--- config.mk ---
export PLATFORM = sky130hd
export DESIGN_NAME = shader_core
export DESIGN_NICKNAME = d
export VERILOG_FILES = /design/src/logic/shader_pkg.sv /design/src/logic/shader_core.sv
export SDC_FILE = /design/constraint.sdc
export NUM_CORES = 2
export LEC_CHECK = 0
export ABC_AREA = 1
export BUFFER_PORTS_ARGS = -buffer_cell sky130_fd_sc_hd__buf_2
export CORE_ASPECT_RATIO = 0.5
export CORE_MARGIN = 2
export CORE_UTILIZATION = 31
export CTS_CLUSTER_SIZE = 25
export DETAILED_ROUTE_END_ITERATION = 7
export PLACE_DENSITY = 0.46
export SYNTH_ARGS = -nofsm -noshare
export SYNTH_HDL_FRONTEND = slang
export SYNTH_SLANG_ARGS = --single-unit
--- constraint.sdc ---
create_clock -name clock -period 6.25 [get_ports clock]
set_clock_uncertainty 0.15 [all_clocks]
set_input_delay 1.25 -clock clock [delete_from_list [all_inputs] [get_ports clock]]
set_output_delay 1.25 -clock clock [all_outputs]
set_load 0.01 [all_outputs]
--- src/logic/shader_pkg.sv ---
`default_nettype none

package shader_pkg;

    localparam int word_width = 32;
    localparam int address_width = 16;        // Byte address
    localparam int ram_index_width = 10;
    localparam int ram_words = 1 << ram_index_width;

    // Request word fields
    localparam int run_bit = 30;
    localparam int request_bit = 29;

    localparam logic [7:0] cmd_put_low = 8'd0;
    localparam logic [7:0] cmd_put_high = 8'd1;
    localparam logic [7:0] cmd_write_inst = 8'd2;
    localparam logic [7:0] cmd_write_data = 8'd3;
    localparam logic [7:0] cmd_read_inst = 8'd4;
    localparam logic [7:0] cmd_read_data = 8'd5;
    localparam logic [7:0] cmd_read_x_reg = 8'd6;
    localparam logic [7:0] cmd_read_special = 8'd8;
    localparam logic [7:0] cmd_get_low = 8'd9;
    localparam logic [7:0] cmd_get_high = 8'd10;

    localparam logic [address_width-1:0] special_pc = 16'd0;

    // Status word fields
    localparam int status_exited_reset = 31;
    localparam int status_busy = 30;
    localparam int status_cmd_error = 29;
    localparam int status_halted = 28;
    localparam int status_exception = 27;

    localparam logic [23:0] err_unknown_cmd = 24'hdead00;

    // RV32I subset
    localparam logic [6:0] op_imm = 7'b0010011;
    localparam logic [6:0] op_reg = 7'b0110011;
    localparam logic [6:0] op_load = 7'b0000011;
    localparam logic [6:0] op_store = 7'b0100011;
    localparam logic [6:0] op_system = 7'b1110011;
    localparam logic [2:0] funct3_add = 3'b000;
    localparam logic [2:0] funct3_word = 3'b010;   // lw and sw
    localparam logic [24:0] ebreak_fields = 25'h0002000;

    // Core FSM
    localparam logic [1:0] st_fetch = 2'd0;
    localparam logic [1:0] st_execute = 2'd1;
    localparam logic [1:0] st_load_wait = 2'd2;

    // Host command FSM
    localparam logic [1:0] eng_idle = 2'd0;
    localparam logic [1:0] eng_finish = 2'd1;
    localparam logic [1:0] eng_ram_wait = 2'd2;
    localparam logic [1:0] eng_ram_latch = 2'd3;

    typedef union packed {
        struct packed {
            logic [6:0] funct7;
            logic [4:0] rs2;
            logic [4:0] rs1;
            logic [2:0] funct3;
            logic [4:0] rd;
            logic [6:0] opcode;
        } r;
        struct packed {
            logic [11:0] imm;
            logic [4:0] rs1;
            logic [2:0] funct3;
            logic [4:0] rd;
            logic [6:0] opcode;
        } i;
        struct packed {
            logic [6:0] imm_high;
            logic [4:0] rs2;
            logic [4:0] rs1;
            logic [2:0] funct3;
            logic [4:0] imm_low;
            logic [6:0] opcode;
        } s;
    } instruction_t;

endpackage

`default_nettype wire

--- src/logic/shader_core.sv ---
`timescale 1ns/1ns
`default_nettype none

module shader_core
    import shader_pkg::*;
(
    input wire clock,
    input wire reset_n,
    input wire run,
    input wire [word_width-1:0] inst_read_data,
    input wire [word_width-1:0] data_read_data,
    input wire [4:0] debug_reg_number,
    output logic [ram_index_width-1:0] inst_index,
    output logic [ram_index_width-1:0] data_index,
    output logic data_write,
    output logic [word_width-1:0] data_write_data,
    output logic halted,
    output logic exception,
    output logic [word_width-1:0] pc,
    output logic [word_width-1:0] debug_reg_value
);

    logic [1:0] state;
    logic [word_width-1:0] regs [32];     // regs[0] is never written
    instruction_t inst;
    logic [word_width-1:0] rs1_value;
    logic [word_width-1:0] rs2_value;
    logic [word_width-1:0] imm_i;
    logic [word_width-1:0] imm_s;
    logic [word_width-1:0] address;
    logic is_addi;
    logic is_add;
    logic is_lw;
    logic is_sw;
    logic is_ebreak;
    logic misaligned;
    logic active;

    assign inst = inst_read_data;
    assign rs1_value = regs[inst.r.rs1];
    assign rs2_value = regs[inst.r.rs2];
    assign imm_i = {{20{inst.i.imm[11]}}, inst.i.imm};
    assign imm_s = {{20{inst.s.imm_high[6]}}, inst.s.imm_high, inst.s.imm_low};

    assign is_addi = inst.i.opcode == op_imm && inst.i.funct3 == funct3_add;
    assign is_add = inst.r.opcode == op_reg && inst.r.funct3 == funct3_add
                    && inst.r.funct7 == 7'd0;
    assign is_lw = inst.i.opcode == op_load && inst.i.funct3 == funct3_word;
    assign is_sw = inst.s.opcode == op_store && inst.s.funct3 == funct3_word;
    assign is_ebreak = inst.r.opcode == op_system && inst[31:7] == ebreak_fields;

    // Shared adder for addi results and load/store addresses
    assign address = rs1_value + (is_sw ? imm_s : imm_i);
    assign misaligned = (is_lw || is_sw) && address[1:0] != 2'b00;
    assign active = run && !halted && !exception;

    assign inst_index = pc[ram_index_width+1:2];
    assign data_index = address[ram_index_width+1:2];
    assign data_write_data = rs2_value;
    assign data_write = active && state == st_execute && is_sw && !misaligned;
    assign debug_reg_value = regs[debug_reg_number];

    always_ff @(posedge clock) begin
        if (!reset_n) begin
            state <= st_fetch;
            pc <= '0;
            halted <= 1'b0;
            exception <= 1'b0;
            for (int n = 0; n < 32; n++) begin
                regs[n] <= '0;
            end
        end else if (!active) begin
            // Host owns the RAMs now, refetch once run returns
            state <= st_fetch;
        end else begin
            case (state)
                st_fetch: begin
                    state <= st_execute;       // Index out now, word arrives next cycle
                end
                st_execute: begin
                    if (is_ebreak) begin
                        halted <= 1'b1;
                    end else if (!(is_addi || is_add || is_lw || is_sw) || misaligned) begin
                        exception <= 1'b1;
                    end else if (is_lw) begin
                        state <= st_load_wait;
                    end else begin
                        if ((is_addi || is_add) && inst.r.rd != 5'd0) begin
                            regs[inst.r.rd] <= is_add ? rs1_value + rs2_value : address;
                        end
                        pc <= pc + 32'd4;
                        state <= st_fetch;
                    end
                end
                st_load_wait: begin
                    // pc still points at the lw, so the word is still decoded
                    if (inst.i.rd != 5'd0) begin
                        regs[inst.i.rd] <= data_read_data;
                    end
                    pc <= pc + 32'd4;
                    state <= st_fetch;
                end
                default: begin
                    state <= st_fetch;
                end
            endcase
        end
    end

    flags_exclusive: assert property (
        @(posedge clock) disable iff (!reset_n) !(halted && exception)
    );

    no_write_when_halted: assert property (
        @(posedge clock) disable iff (!reset_n) halted |-> !data_write
    );

endmodule

`default_nettype wire

==> flow_summary_export.csv <==
group,metric,value,unit
global_routing,grt_pass1_wl,546000,um
final_layout,layout-drive-gt1-share,11.3,%
routing,wire_per_inst,32.4,um
sta,slew_headroom,21.6,%
floorplanning,die_y,339,um
clock_network,clkSlewWorstSetupHoldPaths,0.07,ns
run_status,status,"finished clean",
job,maxCapViolCount,0,
critical_path,critPathLaunchType,"input port",
clock_network,root_buffer,"clkbuf_16",
synthesis,seq_area_frac_synth,45.2,%
synthesis,synth_area_leaders,"edfxtp_1 (44%), o21ai_0 (12%), nor2_1 (12%), nand2_1 (5.4%), a21oi_1 (4.1%)",
pwr,p_leak,0.0304,uW
final_layout,fin_area,81400,sq um
synthesis,ys_seq_elements,1058,
synthesis,synth_common_cells,"nor2_1 (2169), o21ai_0 (1672), edfxtp_1 (1024)",
sta,max_clock_freq,165,MHz
sta,slew_violations,0,
floorplanning,die_area,228000,sq um
sta,rsz0062_at_grt,"no",
synthesis,synth_cells,9167,
global_routing,grt_max_degree,126,
synthesis,avgSynthCellArea,7.59,sq um
synthesis,synth_area,69600,sq um
global_routing,gr-total-overflow,0,
critical_path,cp_slowest_cell,"nor2_4",
final_layout,area_growth_syn_to_layout,17.0,%
critical_path,critPathBufInv,5,
clock_network,clock_path_buffers,3,
synthesis,async_flop_share,0,%
floorplanning,dieWidth,674,um
place,routabilityCongestion,0.950,
routing,drt_iter0_drc,13200,
floorplanning,start_util,31.3,%
routing,detail-route-antenna-nets,0,
routing,firstDrtPassIters,8,
clock_network,cts_sinks,1058,
worst_hold_path,hold_path_class,"register to register",
critical_path,critical_path_class,"input port to output pin",
routing,via_per_inst,6.15,
critical_path,path_delay_family,"compound AO/OA/AOI/OAI gates",
routing,drc,0,
sta,fin_crit,6.05,ns
synthesis,yosys_warnings,0,
clock_network,clkLatencyLatePin,0.78,ns
synthesis,yosysUniqueCellTypes,52,
clock_network,cts_max_level,3,
sta,finalCritPeriodShare,96.8,%
synthesis,yosys.area.top_type_share,44.2,%
pwr,ir_worst_vdd,0.217,mV
critical_path,critPathArrivalTime,4.65,ns
floorplanning,rows,122,
sta,final-setup-viol-count,0,
synthesis,synth-edff-count,1024,
synthesis,synth_ff_type,"edfxtp_1",
critical_path,endpoint_kind,"output pin",
final_layout,fin_nets,9354,
critical_path,cp_max_fo,12,
critical_path,worst_ep_required_time,4.85,ns
floorplanning,core_area,222000,sq um
place,portBuffers,188,
final_layout,final_cells,12300,
global_routing,grt_pass1_vias,67900,
critical_path,rrSetupSlack,1.29,ns
place,placed_cell_area,77800,sq um
routing,finalWirelength,398000,um
synthesis,synth_top_cell_by_area,"edfxtp_1",
floorplanning,pin_count,191,
sta,tightest_slew,1.18,ns
place,post-place-cells,12100,
synthesis,yosysMostFrequentCell,"nor2_1",
critical_path,crit_path_cell_trace,"buf_8 > nor2_4 > o21ai_0 > o2111ai_1 > nand2_1 > a21oi_1 > nor2_1 > buf_4 > inv_1 > ha_1 > nand2_1 > a21oi_1 > a21oi_1 > o21bai_1 > xor2_1 > inv_1 > buf_2",
clock_network,cts_tree,"built",
routing,vias,75600,
global_routing,antenna_found_initial,26,
place,dp_hpwl,254000,um
critical_path,cpPeakStageDelay,0.59,ns
pwr,p_per_area,257,nW/um^2
sta,hold_viol,0,
global_routing,grt_usage,33.6,%
critical_path,cpMostUsedCell,"a21oi_1",
clock_network,numCtsBuffers,112,
power by group:
group | internal [uW] | total, uW | switching [uW] | leakage (uW)
clock network | 3710 | 6900 | 3190 | 0.00172
logic | 1690 | 5850 | 4160 | 0.0178
registers | 8000 | 8170 | 177 | 0.0109
total | 13400 | 20900 | 7520 | 0.0304
worst paths after layout:
| check | depth (start not counted) | startpoint | endpoint |
|---|---|---|---|
| worst min-delay path | 2 | pc[31] | pc[31] |
| worst max-delay path | 17 | inst_read_data[16] | data_index[7] |
| worst max register to register | 21 | regs[29][4] | regs[29][31] |
| worst min register to register | 2 | pc[31] | pc[31] |
cell usage in the layout, fill, tap and decap left out, types with 44 or more instances in the layout:
cell type  Yosys  final
nor2_1      2169   2164
o21ai_0     1672   1672
edfxtp_1    1024   1024
nand2_1     1007    975
a21oi_1      571    570
buf_4         16    441
nand3_1      437    434
inv_1        362    355
o22ai_1      235    234
o221ai_1     182    182
buf_2        212    174
o211ai_1     157    157
buf_12         0    149
clkbuf_16      0    113
ha_1          63     63
nand4_1       44     44
routing by layer:
metal / vias up / wire length (um) / global-route usage, %
met5: - / 159 / 0
met4: 22 / 21300 / 15.4
met3: 1029 / 53600 / 10.3
met2: 5526 / 160000 / 47.4
met1: 36800 / 163000 / 46.6
li1: 32300 / - / -
kinds of logic after synthesis:
group | Yosys count | share of synthesized area [%]
compound gates | 2972 | 23.8
xor+xnor | 50 | 0.629
fa+ha+maj | 65 | 1.19
buf+inv | 1246 | 7.19
flops | 1058 | 45.2
mux | 2 | 0.0288
other cells | 1 | 0.00539
simple gates | 3773 | 21.9
cell type report:
type / instances / area, sq um
Timing Repair Buffer: 773 / 7300
Sequential cell: 1058 / 31400
Fill cell: 22800 / 141000
Antenna cell: 10 / 25.0
Clock inverter: 62 / 564
Inverter: 376 / 1470
Multi-Input combinational cell: 6896 / 33900
Clock buffer: 144 / 2970
Tap cell: 2976 / 3720
timing repair:
item	in CTS	in global routing
gates resized for setup	0	4
buffers inserted	0	1
endpoints found under the setup margin	0	5
hold buffers	0	0
state kept, by name, indices dropped and copies added (netlist names):
| signal | count |
|---|---|
| state | 2 |
| exception | 1 |
| regs | 1024 |
| pc | 30 |
| halted | 1 |
tightest hold or removal path, stage by stage (launching register included):
cell	delay, ns
dfxtp_1	0.34
nand2_1	0.07
a21oi_1	0.05
through the flow:
step / utilization [%] / setup WS [ns] / hold WS (ns) / total power (uW) / TNS, ns
after floorplan: - / 0.853 / 0.345 / 11000 / 0
after global placement: 35.0 / -0.198 / 0.339 / 14000 / -5.51
after detailed placement: 35.0 / -0.174 / 0.339 / 14000 / -4.89
after CTS: 36.6 / 0.220 / 0.355 / 20800 / 0
after global routing: 36.6 / 0.00245 / 0.390 / 21500 / 0
final: 36.7 / 0.201 / 0.353 / 20900 / 0
Power figures use the tool's default switching activity.
