$ cat src/logic/shader_pkg.sv
`default_nettype none

package shader_pkg;

    localparam int word_width = 32;
    localparam int address_width = 16;        // Byte address
    localparam int ram_index_width = 10;
    localparam int ram_words = 1 << ram_index_width;

    // Request word fields
    localparam int run_bit = 30;
    localparam int request_bit = 29;

    localparam logic [7:0] cmd_put_low = 8'd0;
    localparam logic [7:0] cmd_put_high = 8'd1;
    localparam logic [7:0] cmd_write_inst = 8'd2;
    localparam logic [7:0] cmd_write_data = 8'd3;
    localparam logic [7:0] cmd_read_inst = 8'd4;
    localparam logic [7:0] cmd_read_data = 8'd5;
    localparam logic [7:0] cmd_read_x_reg = 8'd6;
    localparam logic [7:0] cmd_read_special = 8'd8;
    localparam logic [7:0] cmd_get_low = 8'd9;
    localparam logic [7:0] cmd_get_high = 8'd10;

    localparam logic [address_width-1:0] special_pc = 16'd0;

    // Status word fields
    localparam int status_exited_reset = 31;
    localparam int status_busy = 30;
    localparam int status_cmd_error = 29;
    localparam int status_halted = 28;
    localparam int status_exception = 27;

    localparam logic [23:0] err_unknown_cmd = 24'hdead00;

    // RV32I subset
    localparam logic [6:0] op_imm = 7'b0010011;
    localparam logic [6:0] op_reg = 7'b0110011;
    localparam logic [6:0] op_load = 7'b0000011;
    localparam logic [6:0] op_store = 7'b0100011;
    localparam logic [6:0] op_system = 7'b1110011;
    localparam logic [2:0] funct3_add = 3'b000;
    localparam logic [2:0] funct3_word = 3'b010;   // lw and sw
    localparam logic [24:0] ebreak_fields = 25'h0002000;

    // Core FSM
    localparam logic [1:0] st_fetch = 2'd0;
    localparam logic [1:0] st_execute = 2'd1;
    localparam logic [1:0] st_load_wait = 2'd2;

    // Host command FSM
    localparam logic [1:0] eng_idle = 2'd0;
    localparam logic [1:0] eng_finish = 2'd1;
    localparam logic [1:0] eng_ram_wait = 2'd2;
    localparam logic [1:0] eng_ram_latch = 2'd3;

    typedef union packed {
        struct packed {
            logic [6:0] funct7;
            logic [4:0] rs2;
            logic [4:0] rs1;
            logic [2:0] funct3;
            logic [4:0] rd;
            logic [6:0] opcode;
        } r;
        struct packed {
            logic [11:0] imm;
            logic [4:0] rs1;
            logic [2:0] funct3;
            logic [4:0] rd;
            logic [6:0] opcode;
        } i;
        struct packed {
            logic [6:0] imm_high;
            logic [4:0] rs2;
            logic [4:0] rs1;
            logic [2:0] funct3;
            logic [4:0] imm_low;
            logic [6:0] opcode;
        } s;
    } instruction_t;

endpackage

`default_nettype wire

$ cat src/logic/host_command_engine.sv
`timescale 1ns/1ns
`default_nettype none

module host_command_engine
    import shader_pkg::*;
(
    input wire clock,
    input wire reset_n,
    input wire [word_width-1:0] request_word,
    input wire [word_width-1:0] inst_read_data,
    input wire [word_width-1:0] data_read_data,
    input wire [ram_index_width-1:0] core_inst_index,
    input wire [ram_index_width-1:0] core_data_index,
    input wire core_data_write,
    input wire [word_width-1:0] core_data_write_data,
    input wire core_halted,
    input wire core_exception,
    input wire [word_width-1:0] core_pc,
    input wire [word_width-1:0] core_debug_value,
    output logic [word_width-1:0] status_word,
    output logic run,
    output logic [4:0] debug_reg_number,
    output logic [ram_index_width-1:0] inst_index,
    output logic inst_write,
    output logic [word_width-1:0] inst_write_data,
    output logic [ram_index_width-1:0] data_index,
    output logic data_write,
    output logic [word_width-1:0] data_write_data
);

    logic request;
    logic request_prev;
    logic accept;
    logic [7:0] command;
    logic [7:0] cmd_latched;
    logic [address_width-1:0] param_field;
    logic [address_width-1:0] cmd_parameter;
    logic [1:0] state;
    logic exited_reset;
    logic busy;
    logic cmd_error;
    logic [23:0] data_field;
    logic [word_width-1:0] write_register;
    logic [word_width-1:0] read_register;
    logic host_inst_write;
    logic host_data_write;
    logic [ram_index_width-1:0] host_index;

    assign run = request_word[run_bit];
    assign request = request_word[request_bit];
    assign command = request_word[23:16];
    assign param_field = request_word[15:0];

    // Rising request edge only, and never while the core owns the RAMs
    assign accept = request && !request_prev && !run && state == eng_idle;

    assign host_index = cmd_parameter[ram_index_width+1:2];
    assign debug_reg_number = cmd_parameter[4:0];

    assign inst_index = run ? core_inst_index : host_index;
    assign inst_write = host_inst_write && !run;
    assign inst_write_data = write_register;
    assign data_index = run ? core_data_index : host_index;
    assign data_write = run ? core_data_write : host_data_write;
    assign data_write_data = run ? core_data_write_data : write_register;

    always_comb begin
        status_word = '0;
        status_word[status_exited_reset] = exited_reset;
        status_word[status_busy] = busy;
        status_word[status_cmd_error] = cmd_error;
        status_word[status_halted] = core_halted;
        status_word[status_exception] = core_exception;
        status_word[23:0] = data_field;
    end

    always_ff @(posedge clock) begin
        if (!reset_n) begin
            request_prev <= 1'b0;
            state <= eng_idle;
            exited_reset <= 1'b0;
            busy <= 1'b0;
            cmd_error <= 1'b0;
            data_field <= '0;
            write_register <= '0;
            read_register <= '0;
            host_inst_write <= 1'b0;
            host_data_write <= 1'b0;
            cmd_latched <= '0;
            cmd_parameter <= '0;
        end else begin
            request_prev <= request;
            exited_reset <= 1'b1;
            host_inst_write <= 1'b0;           // Writes last one cycle
            host_data_write <= 1'b0;
            case (state)
                eng_idle: begin
                    if (accept) begin
                        busy <= 1'b1;
                        cmd_error <= 1'b0;
                        cmd_latched <= command;
                        cmd_parameter <= param_field;
                        state <= eng_finish;
                        case (command)
                            cmd_put_low: write_register[15:0] <= param_field;
                            cmd_put_high: write_register[31:16] <= param_field;
                            cmd_write_inst: host_inst_write <= 1'b1;
                            cmd_write_data: host_data_write <= 1'b1;
                            cmd_read_inst: state <= eng_ram_wait;
                            cmd_read_data: state <= eng_ram_wait;
                            cmd_read_x_reg: state <= eng_finish;
                            cmd_read_special: state <= eng_finish;
                            cmd_get_low: data_field <= {8'd0, read_register[15:0]};
                            cmd_get_high: data_field <= {8'd0, read_register[31:16]};
                            default: begin
                                cmd_error <= 1'b1;
                                data_field <= err_unknown_cmd;
                            end
                        endcase
                    end
                end
                eng_finish: begin
                    // Register reads settle from the latched parameter
                    if (cmd_latched == cmd_read_x_reg) begin
                        read_register <= core_debug_value;
                    end else if (cmd_latched == cmd_read_special) begin
                        read_register <= cmd_parameter == special_pc ? core_pc : '0;
                    end
                    busy <= 1'b0;
                    state <= eng_idle;
                end
                eng_ram_wait: begin
                    state <= eng_ram_latch;            // RAM read latency
                end
                eng_ram_latch: begin
                    read_register <= cmd_latched == cmd_read_inst ? inst_read_data
                                                                  : data_read_data;
                    busy <= 1'b0;
                    state <= eng_idle;
                end
                default: begin
                    state <= eng_idle;
                end
            endcase
        end
    end

    // Instruction RAM is only written right after an accepted host command
    inst_write_host_only: assert property (
        @(posedge clock) disable iff (!reset_n) inst_write |-> !run && $past(accept)
    );

endmodule

`default_nettype wire

$ cat config.mk
export PLATFORM = sky130hd
export DESIGN_NAME = host_command_engine
export DESIGN_NICKNAME = d
export VERILOG_FILES = /design/src/logic/shader_pkg.sv /design/src/logic/host_command_engine.sv
export SDC_FILE = /design/constraint.sdc
export NUM_CORES = 1
export LEC_CHECK = 0
export BUFFER_PORTS_ARGS = -buffer_cell sky130_fd_sc_hd__clkbuf_2
export CAP_MARGIN = 20
export CORE_AREA = 2 2 132 134
export DETAILED_ROUTE_END_ITERATION = 8
export DIE_AREA = 0 0 134 136
export PLACE_DENSITY = 0.76
export SYNTH_ARGS = -nofsm -noshare
export SYNTH_HDL_FRONTEND = slang
export SYNTH_SLANG_ARGS = --single-unit
$ cat constraint.sdc
create_clock -name clock -period 3 [get_ports clock]
set_clock_uncertainty 0.05 [all_clocks]
set_input_delay 0.6 -clock clock [delete_from_list [all_inputs] [get_ports clock]]
set_output_delay 0.6 -clock clock [all_outputs]
set_load 0.02 [all_outputs]
==> results of run 1 <==
state kept, by name, summed over array words and instances (netlist names):
name / flops
data_field: 17
cmd_parameter: 16
read_register: 32
host_data_write: 1
state: 2
busy: 1
request_prev: 1
host_inst_write: 1
cmd_error: 1
inst_write_data: 32
cmd_latched: 8
exited_reset: 1
how the worst min path moves through the flow:
stage	start	end	cells after the start
6_report	request_word[29]	request_prev	2
3_5_place_dp	cmd_parameter[15]	cmd_parameter[15]	2
3_3_place_gp	cmd_parameter[15]	cmd_parameter[15]	2
2_1_floorplan	cmd_parameter[14]	cmd_parameter[14]	2
4_1_cts	request_word[29]	request_prev	2
5_1_grt	request_word[29]	request_prev	2
logic make-up (layout without fill, tap and decap cells):
group,after synthesis,after routing
AND/OR/NAND/NOR,258,258
other,1,5
flip-flops,113,113
multiplexers,45,45
buffers and inverters,152,417
AO/OA/AOI/OAI,282,282
report_power, final:
group | internal (mW) | switching [mW] | total [mW]
clock network | 1.45 | 0.692 | 2.15
registers | 1.53 | 0.0254 | 1.56
logic | 0.287 | 0.469 | 0.756
total | 3.27 | 1.19 | 4.46
layout make-up:
type	count	area (sq um)	share of cell area [%]
inverters	34	128	1.38
repair buffers	351	1850	20.0
clock inverters	9	154	1.67
well taps	225	282	3.05
multi-input cells	590	4080	44.2
clock buffers	23	478	5.18
flip-flops and latches	113	2260	24.5
worst reg2reg max path: cells and delay by family (launching register included):
| kind | cells | cell delay [ps] |
|---|---|---|
| AO/OA/AOI/OAI | 3 | 890 |
| buffers and inverters | 2 | 580 |
| AND/OR/NAND/NOR | 1 | 440 |
| flip-flops | 1 | 340 |
metal layers:
metal  GRT usage, %  part of all wire [%]  vias to the layer above
li1               -                     -                     3675
met1           29.6                    39                     3454
met2           46.9                    50                      369
met3           5.29                   7.1                       51
met4           13.5                   4.3                        0
met5              0                     0                        -
stage by stage:
stage	power (mW)	worst slack, ps	cell area (sq um)	hold WS [ps]	utilization [%]
floorplan	2.04	589	7040	385	-
global placement	2.33	565	8600	391	50.9
global route	4.62	417	9230	372	54.7
detailed placement	2.34	543	8600	401	50.9
finish	4.46	574	9230	374	54.7
CTS	4.48	536	9230	366	54.7
placed cells by master (no fill, tap or decap), types with 3 or more instances in the layout:
cell,instances
a2111oi_0,32
nor2b_1,4
clkbuf_8,3
dfxtp_1,113
conb_1,5
clkbuf_16,17
nor4_1,4
o21ai_1,27
clkbuf_2,324
bufinv_16,4
mux2_2,33
clkbuf_1,3
o21ai_0,39
buf_4,25
nand2b_1,13
or4_1,3
nand2_1,113
and4b_1,32
mux2i_1,12
a21boi_1,57
and4_1,3
o221a_1,37
inv_1,33
a31oi_1,32
o22a_1,6
a22o_1,11
nand3_1,65
nor2_1,3
o31ai_1,32
nand4_1,3
==> impl_metrics.py, run 1 <==
metrics = {
    "synthesis": {
        "synth_top_family_by_area": "compound AO/OA/AOI/OAI gates",
        "yosysTopAreaCellShare_pct": 32.2,
        "synth_cell_types": 47,
        "synth_warnings": 0,
        "ys_top_cells_by_area": "dfxtp_1, a21boi_1, nand2_1",
        "ys_seq_area_share_pct": 32.2,
        "ys_ff_latch": 113,
        "synth_commonest_cells": "dfxtp_1, nand2_1, clkbuf_1",
        "synth_flop_cell": "dfxtp_1",
        "synthMuxAreaShare_pct": 7.00,
        "syn_avg_cell_area_sq_um": 8.25,
        "synth-edff-count": 0,
        "yosys.area_share.simple_pct": 20.0,
        "ys_async_sr_fraction_pct": 0,
        "synthAdderAreaFrac_pct": 0,
        "synth.cell_area_sq_um": 7020,
        "synth_cells": 851,
        "synth_top_area_cell": "dfxtp_1",
        "synth-compound-area-share_pct": 30.5,
        "synth_xor_xnor_area_share_pct": 0,
    },
    "worst_setup_path": {
        "cp_slowest_cell": "mux2_2",
        "worstPathMaxFanout": 50,
        "critical_path.cell_chain": "clkbuf_2 > buf_12 > mux2_2 > clkbuf_2",
        "path_common_cell": "clkbuf_2",
        "r2r_cells": 6,
        "path_depth": 4,
        "critPathBufInv": 3,
        "crit_path_end": "data_write_data[12]",
        "end_kind": "output port",
        "worstReg2RegEnd": "read_register[19]",
        "cp-startpoint": "request_word[30]",
        "cp.arrival_ps": 1780,
        "reg2reg_slack_ps": 590,
        "critPathMaxStageDelay_ps": 380,
        "cp-start-kind": "input pin",
        "crit_type": "input pin to output port",
        "timing.rr.start": "cmd_latched[3]",
        "critPathRequiredTime_ps": 2350,
        "cp_top_family": "buffers and inverters",
    },
    "grt": {
        "grt_pass1_wl_um": 37400,
        "track_usage_pct": 26.3,
        "grt_max_degree": 115,
        "antenna_found_initial": 0,
        "grt-ovfl-total": 0,
        "grt_pass1_vias": 7102,
    },
    "cells_and_area": {
        "final_cells": 1345,
        "area_growth_pct": 31.4,
        "fillers": 1586,
        "final_nets": 1324,
        "antennaDiodeCount": 0,
        "layout-drive-gt1-share_pct": 37.9,
    },
    "floorplanning": {
        "core_sq_um": 16900,
        "initial_core_util_pct": 41.6,
        "row_count": 48,
        "die_w_um": 134,
        "pin_count": 341,
        "die_h_um": 136,
        "die_area_sq_um": 18200,
    },
    "sta": {
        "rsz0062_at_grt": "no",
        "period_share_pct": 80.9,
        "period_needed_ps": 2430,
        "final_hold_viol_count": 0,
        "slew_violations": 0,
        "clock.fmax_mhz": 412,
        "setup-tns-final_ps": 0,
        "final-setup-viol-count": 0,
        "tightest_slew_ps": 965,
        "slew_headroom_pct": 35.6,
    },
    "placed_design": {
        "post-dp-hpwl_um": 18200,
        "place_congestion": 0.817,
        "portBuffers": 325,
        "placed_cells": 1313,
    },
    "clock_tree": {
        "ctsHoldBuffers": 0,
        "cts.reportedPaths.clkPinSlew_ps": 50,
        "cts.path.max_buffers": 2,
        "cts.sink_count": 113,
        "clk_latency_ps": 410,
        "tritoncts": "done",
        "h-tree-depth": 4,
        "cts_buffers": 17,
        "post_cts_buffers": 0,
        "post_cts_resized": 0,
        "cts-root-buf": "clkbuf_16",
    },
    "detailed_routing": {
        "via_per_inst": 5.61,
        "antenna_left": 0,
        "drt_wl_total_um": 24600,
        "drc": 0,
        "routedWlPerCell_um": 18.3,
        "drt_iter0_markers": 416,
        "vias": 7549,
        "dr.pass1.iters": 5,
    },
    "pwr": {
        "vdd_drop_max_mv": 0.351,
        "power_leakage_nw": 4.16,
        "powerDensity_nw_per_um2": 483,
    },
    "outcome": {
        "status": "finished, final reports clean",
    },
    "flow_run": {
        "maxCapViolCount": 0,
    },
    "min_path": {
        "hold_class": "input pin to flop",
    },
}
Power figures use the tool's default switching activity.
==> run 2, diff against run 1 <==
--- a/config.mk
+++ b/config.mk
@@ -7,10 +7,10 @@
 export LEC_CHECK = 0
 export BUFFER_PORTS_ARGS = -buffer_cell sky130_fd_sc_hd__clkbuf_2
 export CAP_MARGIN = 20
-export CORE_AREA = 2 2 132 134
+export CORE_MARGIN = 2
+export CORE_UTILIZATION = 43
 export DETAILED_ROUTE_END_ITERATION = 8
-export DIE_AREA = 0 0 134 136
-export PLACE_DENSITY = 0.76
+export PLACE_DENSITY = 0.8
 export SYNTH_ARGS = -nofsm -noshare
 export SYNTH_HDL_FRONTEND = slang
 export SYNTH_SLANG_ARGS = --single-unit
==> constraint.sdc (replaced) <==
create_clock -name clock -period 2.2 [get_ports clock]
set_clock_uncertainty 0.05 [all_clocks]
set_input_delay 0.44 -clock clock [delete_from_list [all_inputs] [get_ports clock]]
set_output_delay 0.44 -clock clock [all_outputs]
set_load 0.02 [all_outputs]
==> run 2 against run 1 <==
Against the previous run:
- die area down 4.7%
- sequential power up 36%
- via count up 1.7%
- critical path type is now flop to flop
- largest power group unchanged
==> impl_metrics.py, run 2 (synthesis results as in run 1) <==
metrics = {
    "outcome": {
        "status": "finished, final reports clean",
    },
    "worst_setup_path": {
        "cp-start-kind": "flop",
        "worstPathMaxFanout": 33,
        "reg2reg_slack_ps": 80,
        "cp_slowest_cell": "a2111oi_0",
        "end_kind": "flop",
        "path_common_cell": "buf_4",
        "critPathRequiredTime_ps": 2450,
        "crit_type": "flop to flop",
        "critical_path.cell_chain": "buf_4 > nand3b_1 > buf_4 > a2111oi_0 > a31oi_1 > o221a_1",
        "cp.arrival_ps": 2370,
        "critPathMaxStageDelay_ps": 550,
    },
    "sta": {
        "period_share_pct": 96.4,
        "postLayoutSetupSlackWorst_ps": 78.3,
        "tightest_slew_ps": 553,
        "slew_headroom_pct": 62.2,
        "final_hold_viol_count": 0,
        "setup-tns-final_ps": 0,
        "period_needed_ps": 2120,
        "fin_hold_ws_ps": 220,
        "final-setup-viol-count": 0,
        "slew_violations": 0,
        "clock.fmax_mhz": 471,
        "rsz0062_at_grt": "no",
    },
    "pwr": {
        "vdd_drop_max_mv": 0.492,
        "powerDensity_nw_per_um2": 653,
        "fin_total_pwr_mw": 6.10,
        "power_leakage_nw": 4.22,
    },
    "cells_and_area": {
        "register_area_sq_um": 2260,
        "final_util_pct": 58.6,
        "final_cell_mix": "clkbuf_2, nand2_1, dfxtp_1, nand3_1, a21boi_1",
        "antennaDiodeCount": 0,
        "area_growth_pct": 33.1,
        "multi_input_area_sq_um": 4090,
        "layout_commonest_cell": "clkbuf_2",
        "final_nets": 1332,
        "fillers": 1450,
        "layout-drive-gt1-share_pct": 38.4,
    },
    "clock_tree": {
        "cts.sink_count": 113,
        "cts-root-buf": "clkbuf_16",
        "cts.reportedPaths.clkPinSlew_ps": 60,
        "tritoncts": "done",
        "h-tree-depth": 4,
        "post_cts_resized": 0,
        "cts.path.max_buffers": 2,
        "cts_buffers": 17,
        "clk_latency_ps": 400,
        "ctsHoldBuffers": 0,
        "post_cts_buffers": 0,
    },
    "floorplanning": {
        "pin_count": 341,
        "die_h_um": 132,
        "row_count": 46,
        "initial_core_util_pct": 44.1,
        "die_area_sq_um": 17400,
        "core_sq_um": 15900,
        "die_w_um": 132,
    },
    "grt": {
        "antenna_found_initial": 0,
        "track_usage_pct": 28.1,
        "grt_pass1_vias": 7468,
        "grt_pass1_wl_um": 39400,
        "grt-ovfl-total": 0,
        "grt_max_degree": 115,
    },
    "placed_design": {
        "portBuffers": 325,
        "pre_cts_ws_ps": 108,
        "post-dp-hpwl_um": 18400,
        "place_congestion": 0.863,
    },
    "detailed_routing": {
        "drt_iter0_markers": 570,
        "vias": 7677,
        "via_per_inst": 5.72,
        "routedWlPerCell_um": 18.5,
        "antenna_left": 0,
        "drc": 0,
        "dr.pass1.iters": 5,
        "drt_wl_total_um": 24800,
    },
    "min_path": {
        "hold_class": "input pin to flop",
    },
    "flow_run": {
        "maxCapViolCount": 0,
    },
}
-- run 2: changes by cell type in the layout (fill, tap and decap cells not counted), sizes merged --
| cell | previous run | this run |
|---|---|---|
| buf | 27 | 34 |
| clkbuf | 347 | 346 |
| clkinv | 3 | 4 |
| clkinvlp | 2 | 1 |
| o21a | 2 | 3 |
-- run 2: path summary, 6_finish.rpt --
kind	from	to	cells past startpoint
min	request_word[29]	request_prev	2
max reg2reg	cmd_latched[2]	read_register[18]	6
max	cmd_latched[2]	read_register[18]	6
min reg2reg	cmd_parameter[13]	cmd_parameter[13]	2
-- run 2: power by group --
group          switching, mW  leakage [nW]  internal [mW]
logic                  0.642          3.00          0.421
registers             0.0341         0.915           2.09
clock network          0.940         0.306           1.98
total                   1.62          4.22           4.49
-- run 2: layout make-up --
cell class / instances / area share (%)
repair buffers: 358 / 21.0
clock inverters: 9 / 1.66
inverters: 34 / 1.37
multi-input cells: 591 / 43.8
flip-flops and latches: 113 / 24.2
well taps: 216 / 2.89
clock buffers: 22 / 5.07
-- run 2: per-layer routing --
metal,track usage (%),vias to the layer above,share of wire (%)
li1,-,3700,-
met1,31.5,3524,37
met2,50.9,395,51
met3,5.46,58,7.1
met4,13.8,0,4.4
met5,0,-,0
-- run 2: per-stage QoR --
stage	area (sq um)	instances
2_1_floorplan	7040	855
3_3_place_gp	8700	1311
3_5_place_dp	8700	1311
4_1_cts	9330	1342
5_1_grt	9350	1343
6_report	9350	1343
-- run 2: worst max-delay path: cells and delay by family (launching register included) --
| family | cells | cell delay (ps) |
|---|---|---|
| AO/OA/AOI/OAI | 3 | 880 |
| buffers and inverters | 2 | 540 |
| flip-flops | 1 | 400 |
| AND/OR/NAND/NOR | 1 | 130 |
